`src/logic/core_types_pkg.sv`:
```
package core_types_pkg;

  // Default datapath width, used as a parameter default
  localparam int DATA_W = 16;

  localparam int GPR_IDX_W = 3;
  localparam int ROB_TAG_W = 3;

  // Position of Z inside an NZCV word
  localparam int NZCV_Z = 2;

  // Architectural register value
  typedef logic [DATA_W-1:0] reg_value_t;

  // Index into the general register file
  typedef logic [GPR_IDX_W-1:0] reg_idx_t;

  // Reorder buffer entry index
  typedef logic [ROB_TAG_W-1:0] rob_tag_t;

  // Flags ordered N, Z, C, V from the top bit down
  typedef logic [3:0] nzcv_t;

endpackage

```
`src/logic/isa_pkg.sv`:
```
package isa_pkg;

  localparam int OP_W  = 3;
  localparam int REG_W = 3;
  localparam int IMM_W = 8;

  localparam int INSTR_W = OP_W + 3 * REG_W + IMM_W;

  // Field positions, opcode at the top and immediate at the bottom
  localparam int IMM_LSB  = 0;
  localparam int SRC2_LSB = IMM_LSB + IMM_W;
  localparam int SRC1_LSB = SRC2_LSB + REG_W;
  localparam int DST_LSB  = SRC1_LSB + REG_W;
  localparam int OP_LSB   = DST_LSB + REG_W;

  typedef logic [INSTR_W-1:0] instr_word_t;

  typedef logic [IMM_W-1:0] imm_t;

  typedef enum logic [OP_W-1:0] {
    FU_OP_ADD     = 3'd0,
    FU_OP_SUB     = 3'd1,
    FU_OP_AND     = 3'd2,
    FU_OP_ORR     = 3'd3,
    FU_OP_ADDI    = 3'd4,
    FU_OP_SUBS    = 3'd5,
    FU_OP_CSEL_EQ = 3'd6,
    FU_OP_MOVI    = 3'd7
  } fu_op_t;

endpackage

```
`src/logic/instr_decoder.sv`:
```
`timescale 1ns/10ps

module instr_decoder (
  input  logic                     in_clk,
  input  logic                     in_rst,
  input  logic                     instr_valid,
  input  isa_pkg::instr_word_t     instr_word,
  input  logic                     rob_has_room,
  output logic                     instr_ready,
  output logic                     dec_done,
  output isa_pkg::fu_op_t          dec_op,
  output core_types_pkg::reg_idx_t dec_dst,
  output core_types_pkg::reg_idx_t dec_src1,
  output core_types_pkg::reg_idx_t dec_src2,
  output isa_pkg::imm_t            dec_imm,
  output logic                     dec_set_nzcv,
  output logic                     dec_uses_nzcv,
  output logic                     dec_uses_imm,
  output logic                     dec_writes_dst
);

  logic                     accept;
  isa_pkg::fu_op_t          word_op;
  core_types_pkg::reg_idx_t word_dst;

  // Back-pressure comes straight from the ROB
  assign instr_ready = rob_has_room;
  assign accept      = instr_valid && instr_ready;

  assign word_op  = isa_pkg::fu_op_t'(instr_word[isa_pkg::OP_LSB +: isa_pkg::OP_W]);
  assign word_dst = instr_word[isa_pkg::DST_LSB +: isa_pkg::REG_W];

  always_ff @(posedge in_clk) begin
    if (in_rst) begin
      dec_done <= 1'b0;
    end else begin
      dec_done <= accept;
    end
  end

  // Decoded fields load only on a transfer
  always_ff @(posedge in_clk) begin
    if (accept) begin
      dec_op   <= word_op;
      dec_dst  <= word_dst;
      dec_src1 <= instr_word[isa_pkg::SRC1_LSB +: isa_pkg::REG_W];
      dec_src2 <= instr_word[isa_pkg::SRC2_LSB +: isa_pkg::REG_W];
      dec_imm  <= instr_word[isa_pkg::IMM_LSB +: isa_pkg::IMM_W];

      dec_set_nzcv  <= (word_op == isa_pkg::FU_OP_SUBS);
      dec_uses_nzcv <= (word_op == isa_pkg::FU_OP_CSEL_EQ);
      dec_uses_imm  <= (word_op == isa_pkg::FU_OP_ADDI) || (word_op == isa_pkg::FU_OP_MOVI);
      // SUBS into r0 is a compare, only the flags change
      dec_writes_dst <= !((word_op == isa_pkg::FU_OP_SUBS) && (word_dst == '0));
    end
  end

endmodule

```
`src/logic/reg_rename_file.sv`:
```
`timescale 1ns/10ps

module reg_rename_file #(
  parameter int GPR_COUNT = 8
) (
  input  logic                       in_clk,
  input  logic                       in_rst,
  input  logic                       dec_done,
  input  isa_pkg::fu_op_t            dec_op,
  input  core_types_pkg::reg_idx_t   dec_dst,
  input  core_types_pkg::reg_idx_t   dec_src1,
  input  core_types_pkg::reg_idx_t   dec_src2,
  input  isa_pkg::imm_t              dec_imm,
  input  logic                       dec_set_nzcv,
  input  logic                       dec_uses_nzcv,
  input  logic                       dec_uses_imm,
  input  logic                       dec_writes_dst,
  input  core_types_pkg::rob_tag_t   rob_tail_tag,
  input  logic                       commit_valid,
  input  core_types_pkg::rob_tag_t   commit_tag,
  input  core_types_pkg::reg_idx_t   commit_dst,
  input  core_types_pkg::reg_value_t commit_value,
  input  logic                       commit_writes_dst,
  input  logic                       commit_set_nzcv,
  input  core_types_pkg::nzcv_t      commit_nzcv,
  output logic                       disp_valid,
  output logic                       disp_src1_ready,
  output core_types_pkg::reg_value_t disp_src1_value,
  output core_types_pkg::rob_tag_t   disp_src1_tag,
  output logic                       disp_src2_ready,
  output core_types_pkg::reg_value_t disp_src2_value,
  output core_types_pkg::rob_tag_t   disp_src2_tag,
  output logic                       disp_nzcv_ready,
  output core_types_pkg::nzcv_t      disp_nzcv_value,
  output core_types_pkg::rob_tag_t   disp_nzcv_tag,
  output isa_pkg::fu_op_t            disp_op,
  output core_types_pkg::reg_idx_t   disp_dst,
  output logic                       disp_set_nzcv,
  output logic                       disp_writes_dst
);

  // Architectural state with a pending tag per register
  core_types_pkg::reg_value_t reg_value [GPR_COUNT];
  logic                       reg_ready [GPR_COUNT];
  core_types_pkg::rob_tag_t   reg_tag   [GPR_COUNT];
  core_types_pkg::nzcv_t      nzcv_value;
  logic                       nzcv_ready;
  core_types_pkg::rob_tag_t   nzcv_tag;

  // Decoded fields held for the dispatch cycle
  logic                     d_done;
  isa_pkg::fu_op_t          d_op;
  core_types_pkg::reg_idx_t d_dst;
  core_types_pkg::reg_idx_t d_src1;
  core_types_pkg::reg_idx_t d_src2;
  isa_pkg::imm_t            d_imm;
  logic                     d_set_nzcv;
  logic                     d_uses_nzcv;
  logic                     d_uses_imm;
  logic                     d_writes_dst;

  logic commit_reg_hit;
  logic commit_nzcv_hit;

  // Only the latest producer of a register may retire it
  assign commit_reg_hit  = commit_valid && commit_writes_dst &&
                           (commit_tag == reg_tag[commit_dst]);
  assign commit_nzcv_hit = commit_valid && commit_set_nzcv && (commit_tag == nzcv_tag);

  always_ff @(posedge in_clk) begin
    if (in_rst) begin
      d_done     <= 1'b0;
      nzcv_value <= '0;
      nzcv_ready <= 1'b1;
      nzcv_tag   <= '0;
      for (int i = 0; i < GPR_COUNT; i++) begin
        reg_value[i] <= '0;
        reg_ready[i] <= 1'b1;
        reg_tag[i]   <= '0;
      end
    end else begin
      d_done <= dec_done;
      if (commit_reg_hit) begin
        reg_value[commit_dst] <= commit_value;
        reg_ready[commit_dst] <= 1'b1;
      end
      if (commit_nzcv_hit) begin
        nzcv_value <= commit_nzcv;
        nzcv_ready <= 1'b1;
      end
      // Rename last, it overrides a same-cycle commit
      if (d_done && d_writes_dst) begin
        reg_ready[d_dst] <= 1'b0;
        reg_tag[d_dst]   <= rob_tail_tag;
      end
      if (d_done && d_set_nzcv) begin
        nzcv_ready <= 1'b0;
        nzcv_tag   <= rob_tail_tag;
      end
    end
  end

  always_ff @(posedge in_clk) begin
    if (dec_done) begin
      d_op         <= dec_op;
      d_dst        <= dec_dst;
      d_src1       <= dec_src1;
      d_src2       <= dec_src2;
      d_imm        <= dec_imm;
      d_set_nzcv   <= dec_set_nzcv;
      d_uses_nzcv  <= dec_uses_nzcv;
      d_uses_imm   <= dec_uses_imm;
      d_writes_dst <= dec_writes_dst;
    end
  end

  // Reads see pre-rename state, so src == dst gets the older tag
  assign disp_valid      = d_done;
  assign disp_src1_ready = reg_ready[d_src1];
  assign disp_src1_value = reg_value[d_src1];
  assign disp_src1_tag   = reg_tag[d_src1];

  // Zero-extended immediate replaces source 2
  assign disp_src2_ready = d_uses_imm || reg_ready[d_src2];
  assign disp_src2_value = d_uses_imm ? core_types_pkg::reg_value_t'(d_imm) : reg_value[d_src2];
  assign disp_src2_tag   = reg_tag[d_src2];

  // Flags count as ready for ops that ignore them
  assign disp_nzcv_ready = !d_uses_nzcv || nzcv_ready;
  assign disp_nzcv_value = nzcv_value;
  assign disp_nzcv_tag   = nzcv_tag;

  assign disp_op         = d_op;
  assign disp_dst        = d_dst;
  assign disp_set_nzcv   = d_set_nzcv;
  assign disp_writes_dst = d_writes_dst;

endmodule

```
`src/logic/rename_core.sv`:
```
`timescale 1ns/10ps

module rename_core #(
  parameter int GPR_COUNT = 8,
  parameter int ROB_DEPTH = 8
) (
  input  logic                       in_clk,
  input  logic                       in_rst,
  input  logic                       instr_valid,
  input  isa_pkg::instr_word_t       instr_word,
  output logic                       instr_ready,
  output logic                       commit_valid,
  output core_types_pkg::rob_tag_t   commit_tag,
  output core_types_pkg::reg_idx_t   commit_dst,
  output core_types_pkg::reg_value_t commit_value,
  output logic                       commit_writes_dst,
  output logic                       commit_set_nzcv,
  output core_types_pkg::nzcv_t      commit_nzcv
);

  logic                       rob_has_room;
  core_types_pkg::rob_tag_t   rob_tail_tag;

  // Decoder to rename file
  logic                       dec_done;
  isa_pkg::fu_op_t            dec_op;
  core_types_pkg::reg_idx_t   dec_dst;
  core_types_pkg::reg_idx_t   dec_src1;
  core_types_pkg::reg_idx_t   dec_src2;
  isa_pkg::imm_t              dec_imm;
  logic                       dec_set_nzcv;
  logic                       dec_uses_nzcv;
  logic                       dec_uses_imm;
  logic                       dec_writes_dst;

  // Rename file to ROB
  logic                       disp_valid;
  logic                       disp_src1_ready;
  core_types_pkg::reg_value_t disp_src1_value;
  core_types_pkg::rob_tag_t   disp_src1_tag;
  logic                       disp_src2_ready;
  core_types_pkg::reg_value_t disp_src2_value;
  core_types_pkg::rob_tag_t   disp_src2_tag;
  logic                       disp_nzcv_ready;
  core_types_pkg::nzcv_t      disp_nzcv_value;
  core_types_pkg::rob_tag_t   disp_nzcv_tag;
  isa_pkg::fu_op_t            disp_op;
  core_types_pkg::reg_idx_t   disp_dst;
  logic                       disp_set_nzcv;
  logic                       disp_writes_dst;

  // Port names match the wires above
  instr_decoder u_decoder (.*);

  reg_rename_file #(
    .GPR_COUNT(GPR_COUNT)
  ) u_rename (.*);

  reorder_buffer #(
    .ROB_DEPTH(ROB_DEPTH)
  ) u_rob (.*);

endmodule

```
`src/logic/reorder_buffer.sv`:
```
`timescale 1ns/10ps

module reorder_buffer #(
  parameter int ROB_DEPTH = 8
) (
  input  logic                       in_clk,
  input  logic                       in_rst,
  input  logic                       disp_valid,
  input  logic                       disp_src1_ready,
  input  core_types_pkg::reg_value_t disp_src1_value,
  input  core_types_pkg::rob_tag_t   disp_src1_tag,
  input  logic                       disp_src2_ready,
  input  core_types_pkg::reg_value_t disp_src2_value,
  input  core_types_pkg::rob_tag_t   disp_src2_tag,
  input  logic                       disp_nzcv_ready,
  input  core_types_pkg::nzcv_t      disp_nzcv_value,
  input  core_types_pkg::rob_tag_t   disp_nzcv_tag,
  input  isa_pkg::fu_op_t            disp_op,
  input  core_types_pkg::reg_idx_t   disp_dst,
  input  logic                       disp_set_nzcv,
  input  logic                       disp_writes_dst,
  output core_types_pkg::rob_tag_t   rob_tail_tag,
  output logic                       rob_has_room,
  output logic                       commit_valid,
  output core_types_pkg::rob_tag_t   commit_tag,
  output core_types_pkg::reg_idx_t   commit_dst,
  output core_types_pkg::reg_value_t commit_value,
  output logic                       commit_writes_dst,
  output logic                       commit_set_nzcv,
  output core_types_pkg::nzcv_t      commit_nzcv
);

  localparam int DW    = core_types_pkg::DATA_W;
  localparam int CNT_W = $clog2(ROB_DEPTH + 1);

  typedef enum logic {EMPTY, WAITING} entry_state_t;

  entry_state_t               state          [ROB_DEPTH];
  isa_pkg::fu_op_t            e_op           [ROB_DEPTH];
  core_types_pkg::reg_idx_t   e_dst          [ROB_DEPTH];
  logic                       e_writes_dst   [ROB_DEPTH];
  logic                       e_set_nzcv     [ROB_DEPTH];
  logic                       e_src1_ready   [ROB_DEPTH];
  core_types_pkg::reg_value_t e_src1_value   [ROB_DEPTH];
  core_types_pkg::rob_tag_t   e_src1_tag     [ROB_DEPTH];
  logic                       e_src2_ready   [ROB_DEPTH];
  core_types_pkg::reg_value_t e_src2_value   [ROB_DEPTH];
  core_types_pkg::rob_tag_t   e_src2_tag     [ROB_DEPTH];
  logic                       e_nzcv_ready   [ROB_DEPTH];
  core_types_pkg::nzcv_t      e_nzcv_value   [ROB_DEPTH];
  core_types_pkg::rob_tag_t   e_nzcv_tag     [ROB_DEPTH];

  core_types_pkg::rob_tag_t   head;
  core_types_pkg::rob_tag_t   tail;
  logic [CNT_W-1:0]           count;
  logic [CNT_W-1:0]           count_next;

  core_types_pkg::reg_value_t op_a;
  core_types_pkg::reg_value_t op_b;
  core_types_pkg::nzcv_t      op_f;
  logic [DW:0]                sub_full;
  logic                       wake_value;
  logic                       wake_nzcv;

  function automatic core_types_pkg::rob_tag_t next_ptr(core_types_pkg::rob_tag_t p);
    return (p == core_types_pkg::rob_tag_t'(ROB_DEPTH - 1)) ? '0 : p + 1'b1;
  endfunction

  assign rob_tail_tag = tail;

  // Head entry executes as soon as its operands are in
  assign op_a = e_src1_value[head];
  assign op_b = e_src2_value[head];
  assign op_f = e_nzcv_value[head];

  // a + ~b + 1, carry out means no borrow
  assign sub_full = {1'b0, op_a} + {1'b0, ~op_b} + 1'b1;

  assign commit_valid = (state[head] == WAITING) &&
                        (e_src1_ready[head] || (e_op[head] == isa_pkg::FU_OP_MOVI)) &&
                        e_src2_ready[head] && e_nzcv_ready[head];
  assign commit_tag        = head;
  assign commit_dst        = e_dst[head];
  assign commit_writes_dst = e_writes_dst[head];
  assign commit_set_nzcv   = e_set_nzcv[head];
  assign commit_nzcv       = {sub_full[DW-1],
                              (sub_full[DW-1:0] == '0),
                              sub_full[DW],
                              (op_a[DW-1] != op_b[DW-1]) && (sub_full[DW-1] != op_a[DW-1])};

  always_comb begin
    commit_value = op_a + op_b;
    case (e_op[head])
      isa_pkg::FU_OP_SUB:     commit_value = op_a - op_b;
      isa_pkg::FU_OP_AND:     commit_value = op_a & op_b;
      isa_pkg::FU_OP_ORR:     commit_value = op_a | op_b;
      isa_pkg::FU_OP_SUBS:    commit_value = sub_full[DW-1:0];
      isa_pkg::FU_OP_CSEL_EQ: commit_value = op_f[core_types_pkg::NZCV_Z] ? op_a : op_b;
      isa_pkg::FU_OP_MOVI:    commit_value = op_b;
      default:                commit_value = op_a + op_b;
    endcase
  end

  // What the commit broadcast carries for waiting operands
  assign wake_value = commit_valid && commit_writes_dst;
  assign wake_nzcv  = commit_valid && commit_set_nzcv;

  always_comb begin
    count_next = count + CNT_W'(disp_valid) - CNT_W'(commit_valid);
  end

  always_ff @(posedge in_clk) begin
    if (in_rst) begin
      head         <= '0;
      tail         <= '0;
      count        <= '0;
      rob_has_room <= 1'b0;
      for (int i = 0; i < ROB_DEPTH; i++) begin
        state[i] <= EMPTY;
      end
    end else begin
      count <= count_next;
      // Leave space for the two words still in decode and rename
      rob_has_room <= (count_next <= CNT_W'(ROB_DEPTH - 3));
      if (commit_valid) begin
        state[head] <= EMPTY;
        head        <= next_ptr(head);
      end
      if (disp_valid) begin
        state[tail] <= WAITING;
        tail        <= next_ptr(tail);
      end
    end
  end

  always_ff @(posedge in_clk) begin
    // Wakeup of waiting operands
    for (int i = 0; i < ROB_DEPTH; i++) begin
      if (state[i] == WAITING) begin
        if (wake_value && !e_src1_ready[i] && (e_src1_tag[i] == commit_tag)) begin
          e_src1_ready[i] <= 1'b1;
          e_src1_value[i] <= commit_value;
        end
        if (wake_value && !e_src2_ready[i] && (e_src2_tag[i] == commit_tag)) begin
          e_src2_ready[i] <= 1'b1;
          e_src2_value[i] <= commit_value;
        end
        if (wake_nzcv && !e_nzcv_ready[i] && (e_nzcv_tag[i] == commit_tag)) begin
          e_nzcv_ready[i] <= 1'b1;
          e_nzcv_value[i] <= commit_nzcv;
        end
      end
    end
    if (disp_valid) begin
      e_op[tail]         <= disp_op;
      e_dst[tail]        <= disp_dst;
      e_writes_dst[tail] <= disp_writes_dst;
      e_set_nzcv[tail]   <= disp_set_nzcv;
      e_src1_tag[tail]   <= disp_src1_tag;
      e_src2_tag[tail]   <= disp_src2_tag;
      e_nzcv_tag[tail]   <= disp_nzcv_tag;
      // Producer may be committing in the dispatch cycle itself
      e_src1_ready[tail] <= disp_src1_ready || (wake_value && (disp_src1_tag == commit_tag));
      e_src1_value[tail] <= disp_src1_ready ? disp_src1_value : commit_value;
      e_src2_ready[tail] <= disp_src2_ready || (wake_value && (disp_src2_tag == commit_tag));
      e_src2_value[tail] <= disp_src2_ready ? disp_src2_value : commit_value;
      e_nzcv_ready[tail] <= disp_nzcv_ready || (wake_nzcv && (disp_nzcv_tag == commit_tag));
      e_nzcv_value[tail] <= disp_nzcv_ready ? disp_nzcv_value : commit_nzcv;
    end
  end

endmodule

```
`config.mk`:
```
export PLATFORM = sky130hd
export DESIGN_NAME = rename_core
export DESIGN_NICKNAME = d
export VERILOG_FILES = /design/src/logic/core_types_pkg.sv /design/src/logic/isa_pkg.sv /design/src/logic/instr_decoder.sv /design/src/logic/reg_rename_file.sv /design/src/logic/rename_core.sv /design/src/logic/reorder_buffer.sv
export SDC_FILE = /design/constraint.sdc
export NUM_CORES = 1
export LEC_CHECK = 0
export ABC_AREA = 1
export BUFFER_PORTS_ARGS = -buffer_cell sky130_fd_sc_hd__buf_2
export CELL_PAD_IN_SITES_DETAIL_PLACEMENT = 1
export CELL_PAD_IN_SITES_GLOBAL_PLACEMENT = 2
export CORE_ASPECT_RATIO = 0.6
export CORE_MARGIN = 2
export CORE_UTILIZATION = 36
export DETAILED_ROUTE_END_ITERATION = 16
export GPL_ROUTABILITY_DRIVEN = 0
export HOLD_SLACK_MARGIN = 0.02
export PLACE_DENSITY = 0.79
export SLEW_MARGIN = 30
export SYNTH_ARGS = -nofsm -noshare
export SYNTH_HDL_FRONTEND = slang
export SYNTH_SLANG_ARGS = --single-unit
```
`constraint.sdc`:
```
create_clock -name in_clk -period 4.6 [get_ports in_clk]
set_clock_uncertainty 0.1 [all_clocks]
set_input_delay 0.92 -clock in_clk [delete_from_list [all_inputs] [get_ports in_clk]]
set_output_delay 0.92 -clock in_clk [all_outputs]
set_load 0.005 [all_outputs]
```
==> results.md, run 1 <==
Status:
- The flow ran to the end, but the final reports show violations.
- The final reports fail on setup timing.

Critical path:
- The required arrival time at the worst endpoint is 3580 ps.
- Measured in cells, the most critical reg-to-reg path has a length of 32.
- The signal arrival time at the worst endpoint is ~4500 ps.
- In this design, the largest share of critical-path delay is due to simple AND/OR/NAND/NOR gates.
- The worst setup path is captured at a primary output.
- The sum of buffers and inverters on the critical path is 6.
- The destination of the worst register-to-register timing path is u_rob.e_src2_value[2][14].
- Among all stages on the critical path, the largest delay is contributed by dfxtp_4.
- The most numerous cell type found on the critical path is nand2_1.
- For this run, the slowest stage of the critical path takes between 400 and 500 ps.
- The startpoint type of the worst setup path is a flop.
- For flop-to-flop paths, the worst setup slack is -160 ps.
- The startpoint-to-endpoint class of the critical path is flop to primary output.
- Along the worst path, the maximum fanout reaches 10.

Floorplanning:
- The die covers between 100,000 and 150,000 um2.
- The starting utilization of the core area is 0.363.
- The placeable core region is about 100,000 um2.
- Measured along the y axis, the die boundary spans between 200 and 300 um.
- The horizontal die dimension is 414 um.
- 53 I/O pins were placed.
- The number of core rows is 90.

Layout:
- The count of inserted antenna diode cells is 0.
- The layout cell share with drive strength beyond 1 is 0.217.
- The final-stage net count is about 4,700.
- At the end of the flow the core is filled with cells to 0.453.
- The area growth from synthesis to layout is 24.9%.
- The post-layout instance count excluding filler cells is 6,016.

Timing:
- The transition time at the pin with the least slew margin is roughly 1100 ps.
- The number of failing hold endpoints at the final stage came to 0.
- Setup repair after global routing could not meet its margin everywhere.
- Setup violations remaining at the end of the flow were counted as 52.
- The final critical delay including setup and external delays is 5520 ps.
- The final critical-path share of the clock period is 1.20.
- The worst slew margin relative to its limit is 0.263.
- For this run, the top clock speed supported by timing is roughly 180 MHz.
- The total count of max-transition violations in the final report is 0.
- After layout, the worst setup slack is -917 ps.

Clock tree:
- The buffer depth of the longest clock path is 3.
- The CTS clock-pin slew for the worst setup and hold paths is roughly 60 ps.
- TritonCTS built the clock tree.
- The latest clock arrival within the worst-skew pair is between 600 and 700 ps.
- The total clock buffers created by CTS is 70.
- The clock net in this run drives a total of 667 sinks.
- The H-tree was split into 3 levels.
- The CTS root buffer is clkbuf_16.

Route:
- In this run the remaining antenna-violating nets after routing total 0.
- The first detailed-routing pass ran for 6 iterations.
- The final routed DRC violation total is 0.
- The total number of vias is between 30,000 and 40,000.
- Summed over all layers, the routed wires come to ~160,000 um.
- The ratio of routed vias to standard cells is ~5.6.
- The average wire per cell in the routed design is 26.0 um.
- The number of DRC markers after the initial detailed-route iteration is roughly 3,400.

Logic synthesis:
- For this run, the number of Yosys warnings is 0.
- After synthesis, the share of flip-flops with an asynchronous set or reset is 0.
- In the synthesized netlist, the cells that appear most often are 1,127 x nand2_1, 600 x edfxtp_1, 442 x nor2_1.
- By area, the combinational part of the netlist is dominated by simple AND/OR/NAND/NOR gates.
- The xor-xnor portion of the synthesized cell area is 0.0147.
- Among all cell types in the netlist, the one instantiated most often is nand2_1.
- The share of synthesized area in the top cell type comes to 0.495.
- After synthesis the netlist holds a flip-flop and latch count of 667.
- Of the post-synthesis cell area, the part taken by muxes is 0.
- The summed instance area of the synthesized netlist is approximately 36,000 um2.
- The sequential-to-total area share from yosys stat is 0.532.
- Of the total synthesized cell area, the portion taken by full adders, half adders and majority gates is 0.0261.
- By area the synthesized netlist is led by edfxtp_1 50%, nand2_1 12%, nand3_1 5.3%.
- The average size of a mapped cell is between 8 and 9 um2.
- Yosys mapped a number of flops with a built-in enable equal to 600.
- For this run, the leading register cell type out of synthesis is edfxtp_1.
- Counting distinct cell types in the post-synthesis netlist gives between 50 and 60.
- The net count after synthesis is 4,334.
- Of the total synthesized cell area, the portion taken by AND, OR, NAND and NOR gates is 0.251.
- The instance count of the mapped netlist is ~4,200.
- The area fraction in compound gates after synthesis is 0.106.
- The cell accounting for the most synthesized area is edfxtp_1.

Global route:
- The wire length of the first global-routing pass is roughly 230,000 um.
- The total overflow left after global routing is 0.
- Entering global routing, the biggest net connects 93 pins.
- For this run, the total global-route usage over all layers was measured as 0.293.
- The number of global-route vias before repair is approximately 33,000.
- The number of antenna violations at the first check in global routing was 1.

Placement:
- The post-placement cell count is 5,795.
- The count of port buffers added during placement is 52.
- The worst setup timing slack at the placement stage is -651 ps.
- Summed over all nets, the half-perimeter wirelength after detailed placement is roughly 100,000 um.

Hold path:
- The class of the most critical hold timing path is flop to flop.
- The worst-case hold path end point is u_rename.d_imm[2].
- The worst hold path was traced through 0 stages.
- The origin of the worst min-delay path is u_decoder.dec_imm[2].

Job:
- Max-cap violations in this run came to 0.
[worst max-delay path by stage]
stage	start	end	slack, ps	cells after the start
after CTS	flop	commit_value[11]	-840	22
after global placement	flop	commit_nzcv[2]	-580	21
after global routing	flop	commit_value[14]	-1060	26
final	flop	commit_value[14]	-920	26
after floorplan	flop	commit_value[12]	40	29
after detailed placement	flop	commit_nzcv[2]	-650	21
[per-stage QoR]
step / TNS [ps] / area, um2 / hold slack [ps]
after floorplan: 0 / 36400 / 300
after global placement: -9570 / 40600 / 305
after detailed placement: -19170 / 40600 / 308
after CTS: -16860 / 43800 / 274
after global routing: -23880 / 45400 / 296
final: -14570 / 45400 / 321
[kinds of logic after synthesis]
| family | count (synthesis) |
|---|---|
| and+or+nand+nor | 2128 |
| AOI/OAI and AO/OA | 704 |
| DFF | 667 |
| buffers and inverters | 603 |
| adders and majority gates | 74 |
| xor gates and xnor gates | 61 |
[metal layers]
metal,GRT usage,wire length [um],up-vias
met4,0.0740,3870,0
met3,0.0495,13900,247
li1,-,-,15100
met2,0.438,66500,1499
met5,0,0,-
met1,0.436,72300,16900
[worst reg2reg max path, delay by kind of cell (launching register included)]
kind	cells	cell delay, ps
buffers and inverters	8	1210
AOI/OAI and AO/OA	4	550
DFF	1	480
adders and majority gates	1	360
and+or+nand+nor	18	1660
xor gates and xnor gates	1	140
[placed cells by master, fill, tap and decap left out, types with 45 or more instances in the layout]
master	instances
nand2_1	1045
edfxtp_1	600
nor2_1	402
buf_4	387
nand3_1	359
inv_1	331
o21ai_0	317
a21oi_1	130
nand2_2	79
clkbuf_16	74
o22ai_1	70
o21ai_1	59
dfxtp_1	59
nor2_2	53
ha_1	52
nand4_1	49
buf_2	48
buf_6	45
[sequential cells by signal, indices dropped and copies added, names as in the netlist, 24 cells and up, named ones only]
register and count:
u_rename.reg_value 128, u_rob.e_src1_value 128, u_rob.e_src2_value 128, u_rename.reg_tag 24
u_rob.e_dst 24, u_rob.e_nzcv_tag 24, u_rob.e_op 24, u_rob.e_src1_tag 24
u_rob.e_src2_tag 24
[layout make-up]
class / instances / area (um2)
clock buffer: 94 / 1890
tap: 1334 / 1670
inverter: 383 / 1490
timing repair buffer: 539 / 4820
timing repair inverter: 1 / 6.26
sequential: 667 / 19400
clock inverter: 31 / 342
multi-input combinational: 2967 / 15800
fill: 11600 / 54900
[what timing repair did]
| action | CTS | global route |
|---|---|---|
| cloned | 4 | 4 |
| endpoints found under the setup margin | 164 | 164 |
| pin swaps | 38 | 127 |
| endpoints found under the hold margin | 0 | 0 |
| hold buffers | 0 | 0 |
| resized for setup | 160 | 305 |
| buffers inserted | 43 | 62 |
Power of run 1 is left out: the tool's default activity adds up to more than one toggle a clock period on the data nets, which glitch-free logic cannot reach.
==> run 2: changes to the inputs <==
MAX_ROUTING_LAYER = met4   (was default)
RECOVER_POWER = 25   (was default)
==> run 2 against run 1 <==
Against the previous run:
- utilization is 0.88 points lower
- highest routed layer unchanged
- largest cell class unchanged
- sequential share of layout area grew 0.83 points
- the run ends with capacitance limit, slew limit, setup timing left
- register-to-register slack about the same
- first-iteration DRC count up 1.0%
- critical path type unchanged
- maximum frequency is 1.0% lower
- critical path depth did not move
==> results.md, run 2 (same netlist as run 1, synthesis figures left out) <==
Route:
- After the first detailed-routing iteration, the DRC count stood at roughly 3,500.
- The remaining antenna violation count after routing is 0.
- The total number of vias is ~34,000.
- The average wire per cell in the routed design is ~26 um.
- The final layout contains routed wiring with a total length of 155,000 um.
- Using the TritonRoute via totals, the vias-per-cell ratio works out to 5.62.
- The first-pass iteration count of the detailed router is 6.
- The final routed DRC violation total is 0.

Hold path:
- The number of cells on the worst hold path is 0.
- The worst-case hold path end point is u_rename.d_imm[0].
- The origin of the worst min-delay path is u_decoder.dec_imm[0].
- The worst hold path belongs to the class flop to flop.

Timing:
- Setup repair after global routing could not meet its margin everywhere.
- The total count of max-transition violations in the final report is 233.
- The post-route worst setup slack is -975 ps.
- The worst slew margin relative to its limit is -0.432.
- Counting I/O delays and the setup requirement, the final critical path takes approximately 5600 ps.
- The final critical-path share of the clock period is 1.21.
- The worst hold slack after final layout is 321 ps.
- For the pin with the worst max-slew slack, the measured transition is roughly 2100 ps.
- The number of failing setup endpoints in the final timing report is 43.
- Timing would allow up to 179 MHz.
- The number of failing hold endpoints at the final stage is 0.

Placement:
- In this run the cell area measured after placement is around 41,000 um2.
- At the placement stage, the worst setup path has a slack of -651 ps.
- The placed wire-length estimate after detailed placement is 103,000 um.
- Counting tap cells, the placed design contains a total of between 5,000 and 6,000 instances.
- The count of port buffers added during placement is 52.

Critical path:
- The length in cells of the worst reg-to-reg path is 31.
- The cell seen most often among critical-path stages is nand2_1.
- For this design, the slowest cell found on the critical path is dfxtp_4.
- The sum of buffers and inverters on the critical path is 9.
- The signal arrival time at the worst endpoint is 4550 ps.
- On the worst path, the slowest cell contributes a delay of between 400 and 500 ps.
- The critical path runs through a total of 26 cells.
- The minimum setup slack among reg-to-reg paths is -150 ps.
- The startpoint-to-endpoint class of the critical path is flop to primary output.
- The worst setup path is captured at a primary output.
- On the critical path the largest part of the delay comes from simple AND/OR/NAND/NOR gates.
- The maximum fanout encountered on the critical timing path is 9.
- The worst register-to-register path ends at u_rob.e_src2_value[7][14].
- Data on the critical path is required at its endpoint by 3580 ps.
- The startpoint type of the worst setup path is a flop.

Global route:
- Summed over all layers, the global routing overflow is 0.
- The first global-routing pass estimated 226,000 um of wire.
- Entering global routing, the biggest net connects 93 pins.
- The number of global-route vias before repair was about 33,000.
- The number of antenna violations at the first check in global routing came to 1.
- The total routing usage reported by global routing is 0.302.

Job:
- Max-cap violations in this run came to 6.

Floorplanning:
- In this run the vertical extent of the chip is 250 um.
- The starting utilization of the core area is 0.363.
- From left edge to right edge, the die measures ~410 um.
- The die covers ~100,000 um2.
- between 50 and 60 I/O pins were placed.
- The number of core rows is 90.
- The placeable core region is around 100,000 um2.

Clock tree:
- The number of buffers inserted by hold repair at cts is 0.
- The H-tree depth is 3.
- The CTS root buffer is clkbuf_16.
- The number of clock sinks is roughly 670.
- The latest clock arrival within the worst-skew pair is about 680 ps.
- The buffer depth of the longest clock path is 3.
- The CTS clock-pin slew for the worst setup and hold paths is 60 ps.
- TritonCTS built the clock tree.
- The total clock buffers created by CTS is 70.

Layout:
- The largest registers in the layout are u_rename.reg_value x128, u_rob.e_src1_value x128, u_rob.e_src2_value x128.
- After routing the design area is about 45,000 um2.
- 0 antenna diodes ended up in the layout.
- Across the whole layout, storage elements account for ~19,000 um2.
- The filler cells instantiated in the layout total about 12,000.
- The multi-input combinational cells in the finished layout cover a total of ~15,000 um2.
- The final-stage net count is between 4,000 and 5,000.
- The post-layout instance count excluding filler cells is 5,979.
- The signed area change from the synthesized netlist to the final layout is 22.5%.
- The most frequent standard cell in the layout excluding fill and tap cells is nand2_1.
- The layout cell share with drive strength beyond 1 is 0.194.
- The top cell types in the final layout, fill and taps aside, are 1,064 x nand2_1, 600 x edfxtp_1, 417 x nor2_1.

Status:
- The flow ran to the end, but the final reports show violations.
- The checks that failed: capacitance limit, slew limit, setup timing.
-- run 2: cell types whose count changed in the layout (fill, tap and decap cells not counted), sizes merged --
cell and change:
clkinv +1, buf -49, clkbuf +12, inv -1
-- run 2: cell type report --
type                       count  area share
timing repair inverter         1    0.000140
timing repair buffer         502      0.0981
tap                         1334      0.0375
sequential                   667       0.435
clock inverter                31     0.00767
clock buffer                  94      0.0425
multi-input combinational   2967       0.346
inverter                     383      0.0333
-- run 2: how the worst max path moves through the flow --
stage | from | to | slack (ps)
3_3_place_gp | flop | commit_nzcv[2] | -580
4_1_cts | flop | commit_value[11] | -840
3_5_place_dp | flop | commit_nzcv[2] | -650
6_report | flop | commit_value[14] | -970
2_1_floorplan | flop | commit_value[12] | 40
5_1_grt | flop | commit_value[14] | -1100
-- run 2: through the flow --
step | setup TNS [ps] | utilization
after floorplan | 0 | -
after global placement | -9570 | 0.405
after detailed placement | -19170 | 0.405
after CTS | -16860 | 0.437
after global routing | -23290 | 0.444
final | -12680 | 0.444
-- run 2: worst register-to-register path, delay by kind of cell, from the launching register on --
family	cells	cell delay [ps]
adders and majority gates	1	390
AOI/OAI and AO/OA	1	280
and+or+nand+nor	18	1600
xor gates and xnor gates	1	140
buffers and inverters	10	1490
DFF	1	480
-- run 2: layer usage --
metal / vias to the layer above / track usage / share of wire
met5: - / - / 0
met4: 0 / 0.0747 / 0.022
met3: 227 / 0.0480 / 0.081
met2: 1400 / 0.438 / 0.43
met1: 17000 / 0.437 / 0.47
li1: 15000 / - / -
-- run 2: what timing repair did --
| action | 4_1_cts | 5_1_grt |
|---|---|---|
| resized for setup | 160 | 179 |
| gates cloned | 4 | 0 |
| buffers inserted | 43 | 25 |
| pin swaps | 38 | 75 |
| setup endpoints to repair | 164 | 164 |
Power of run 2 is left out for the same reason.
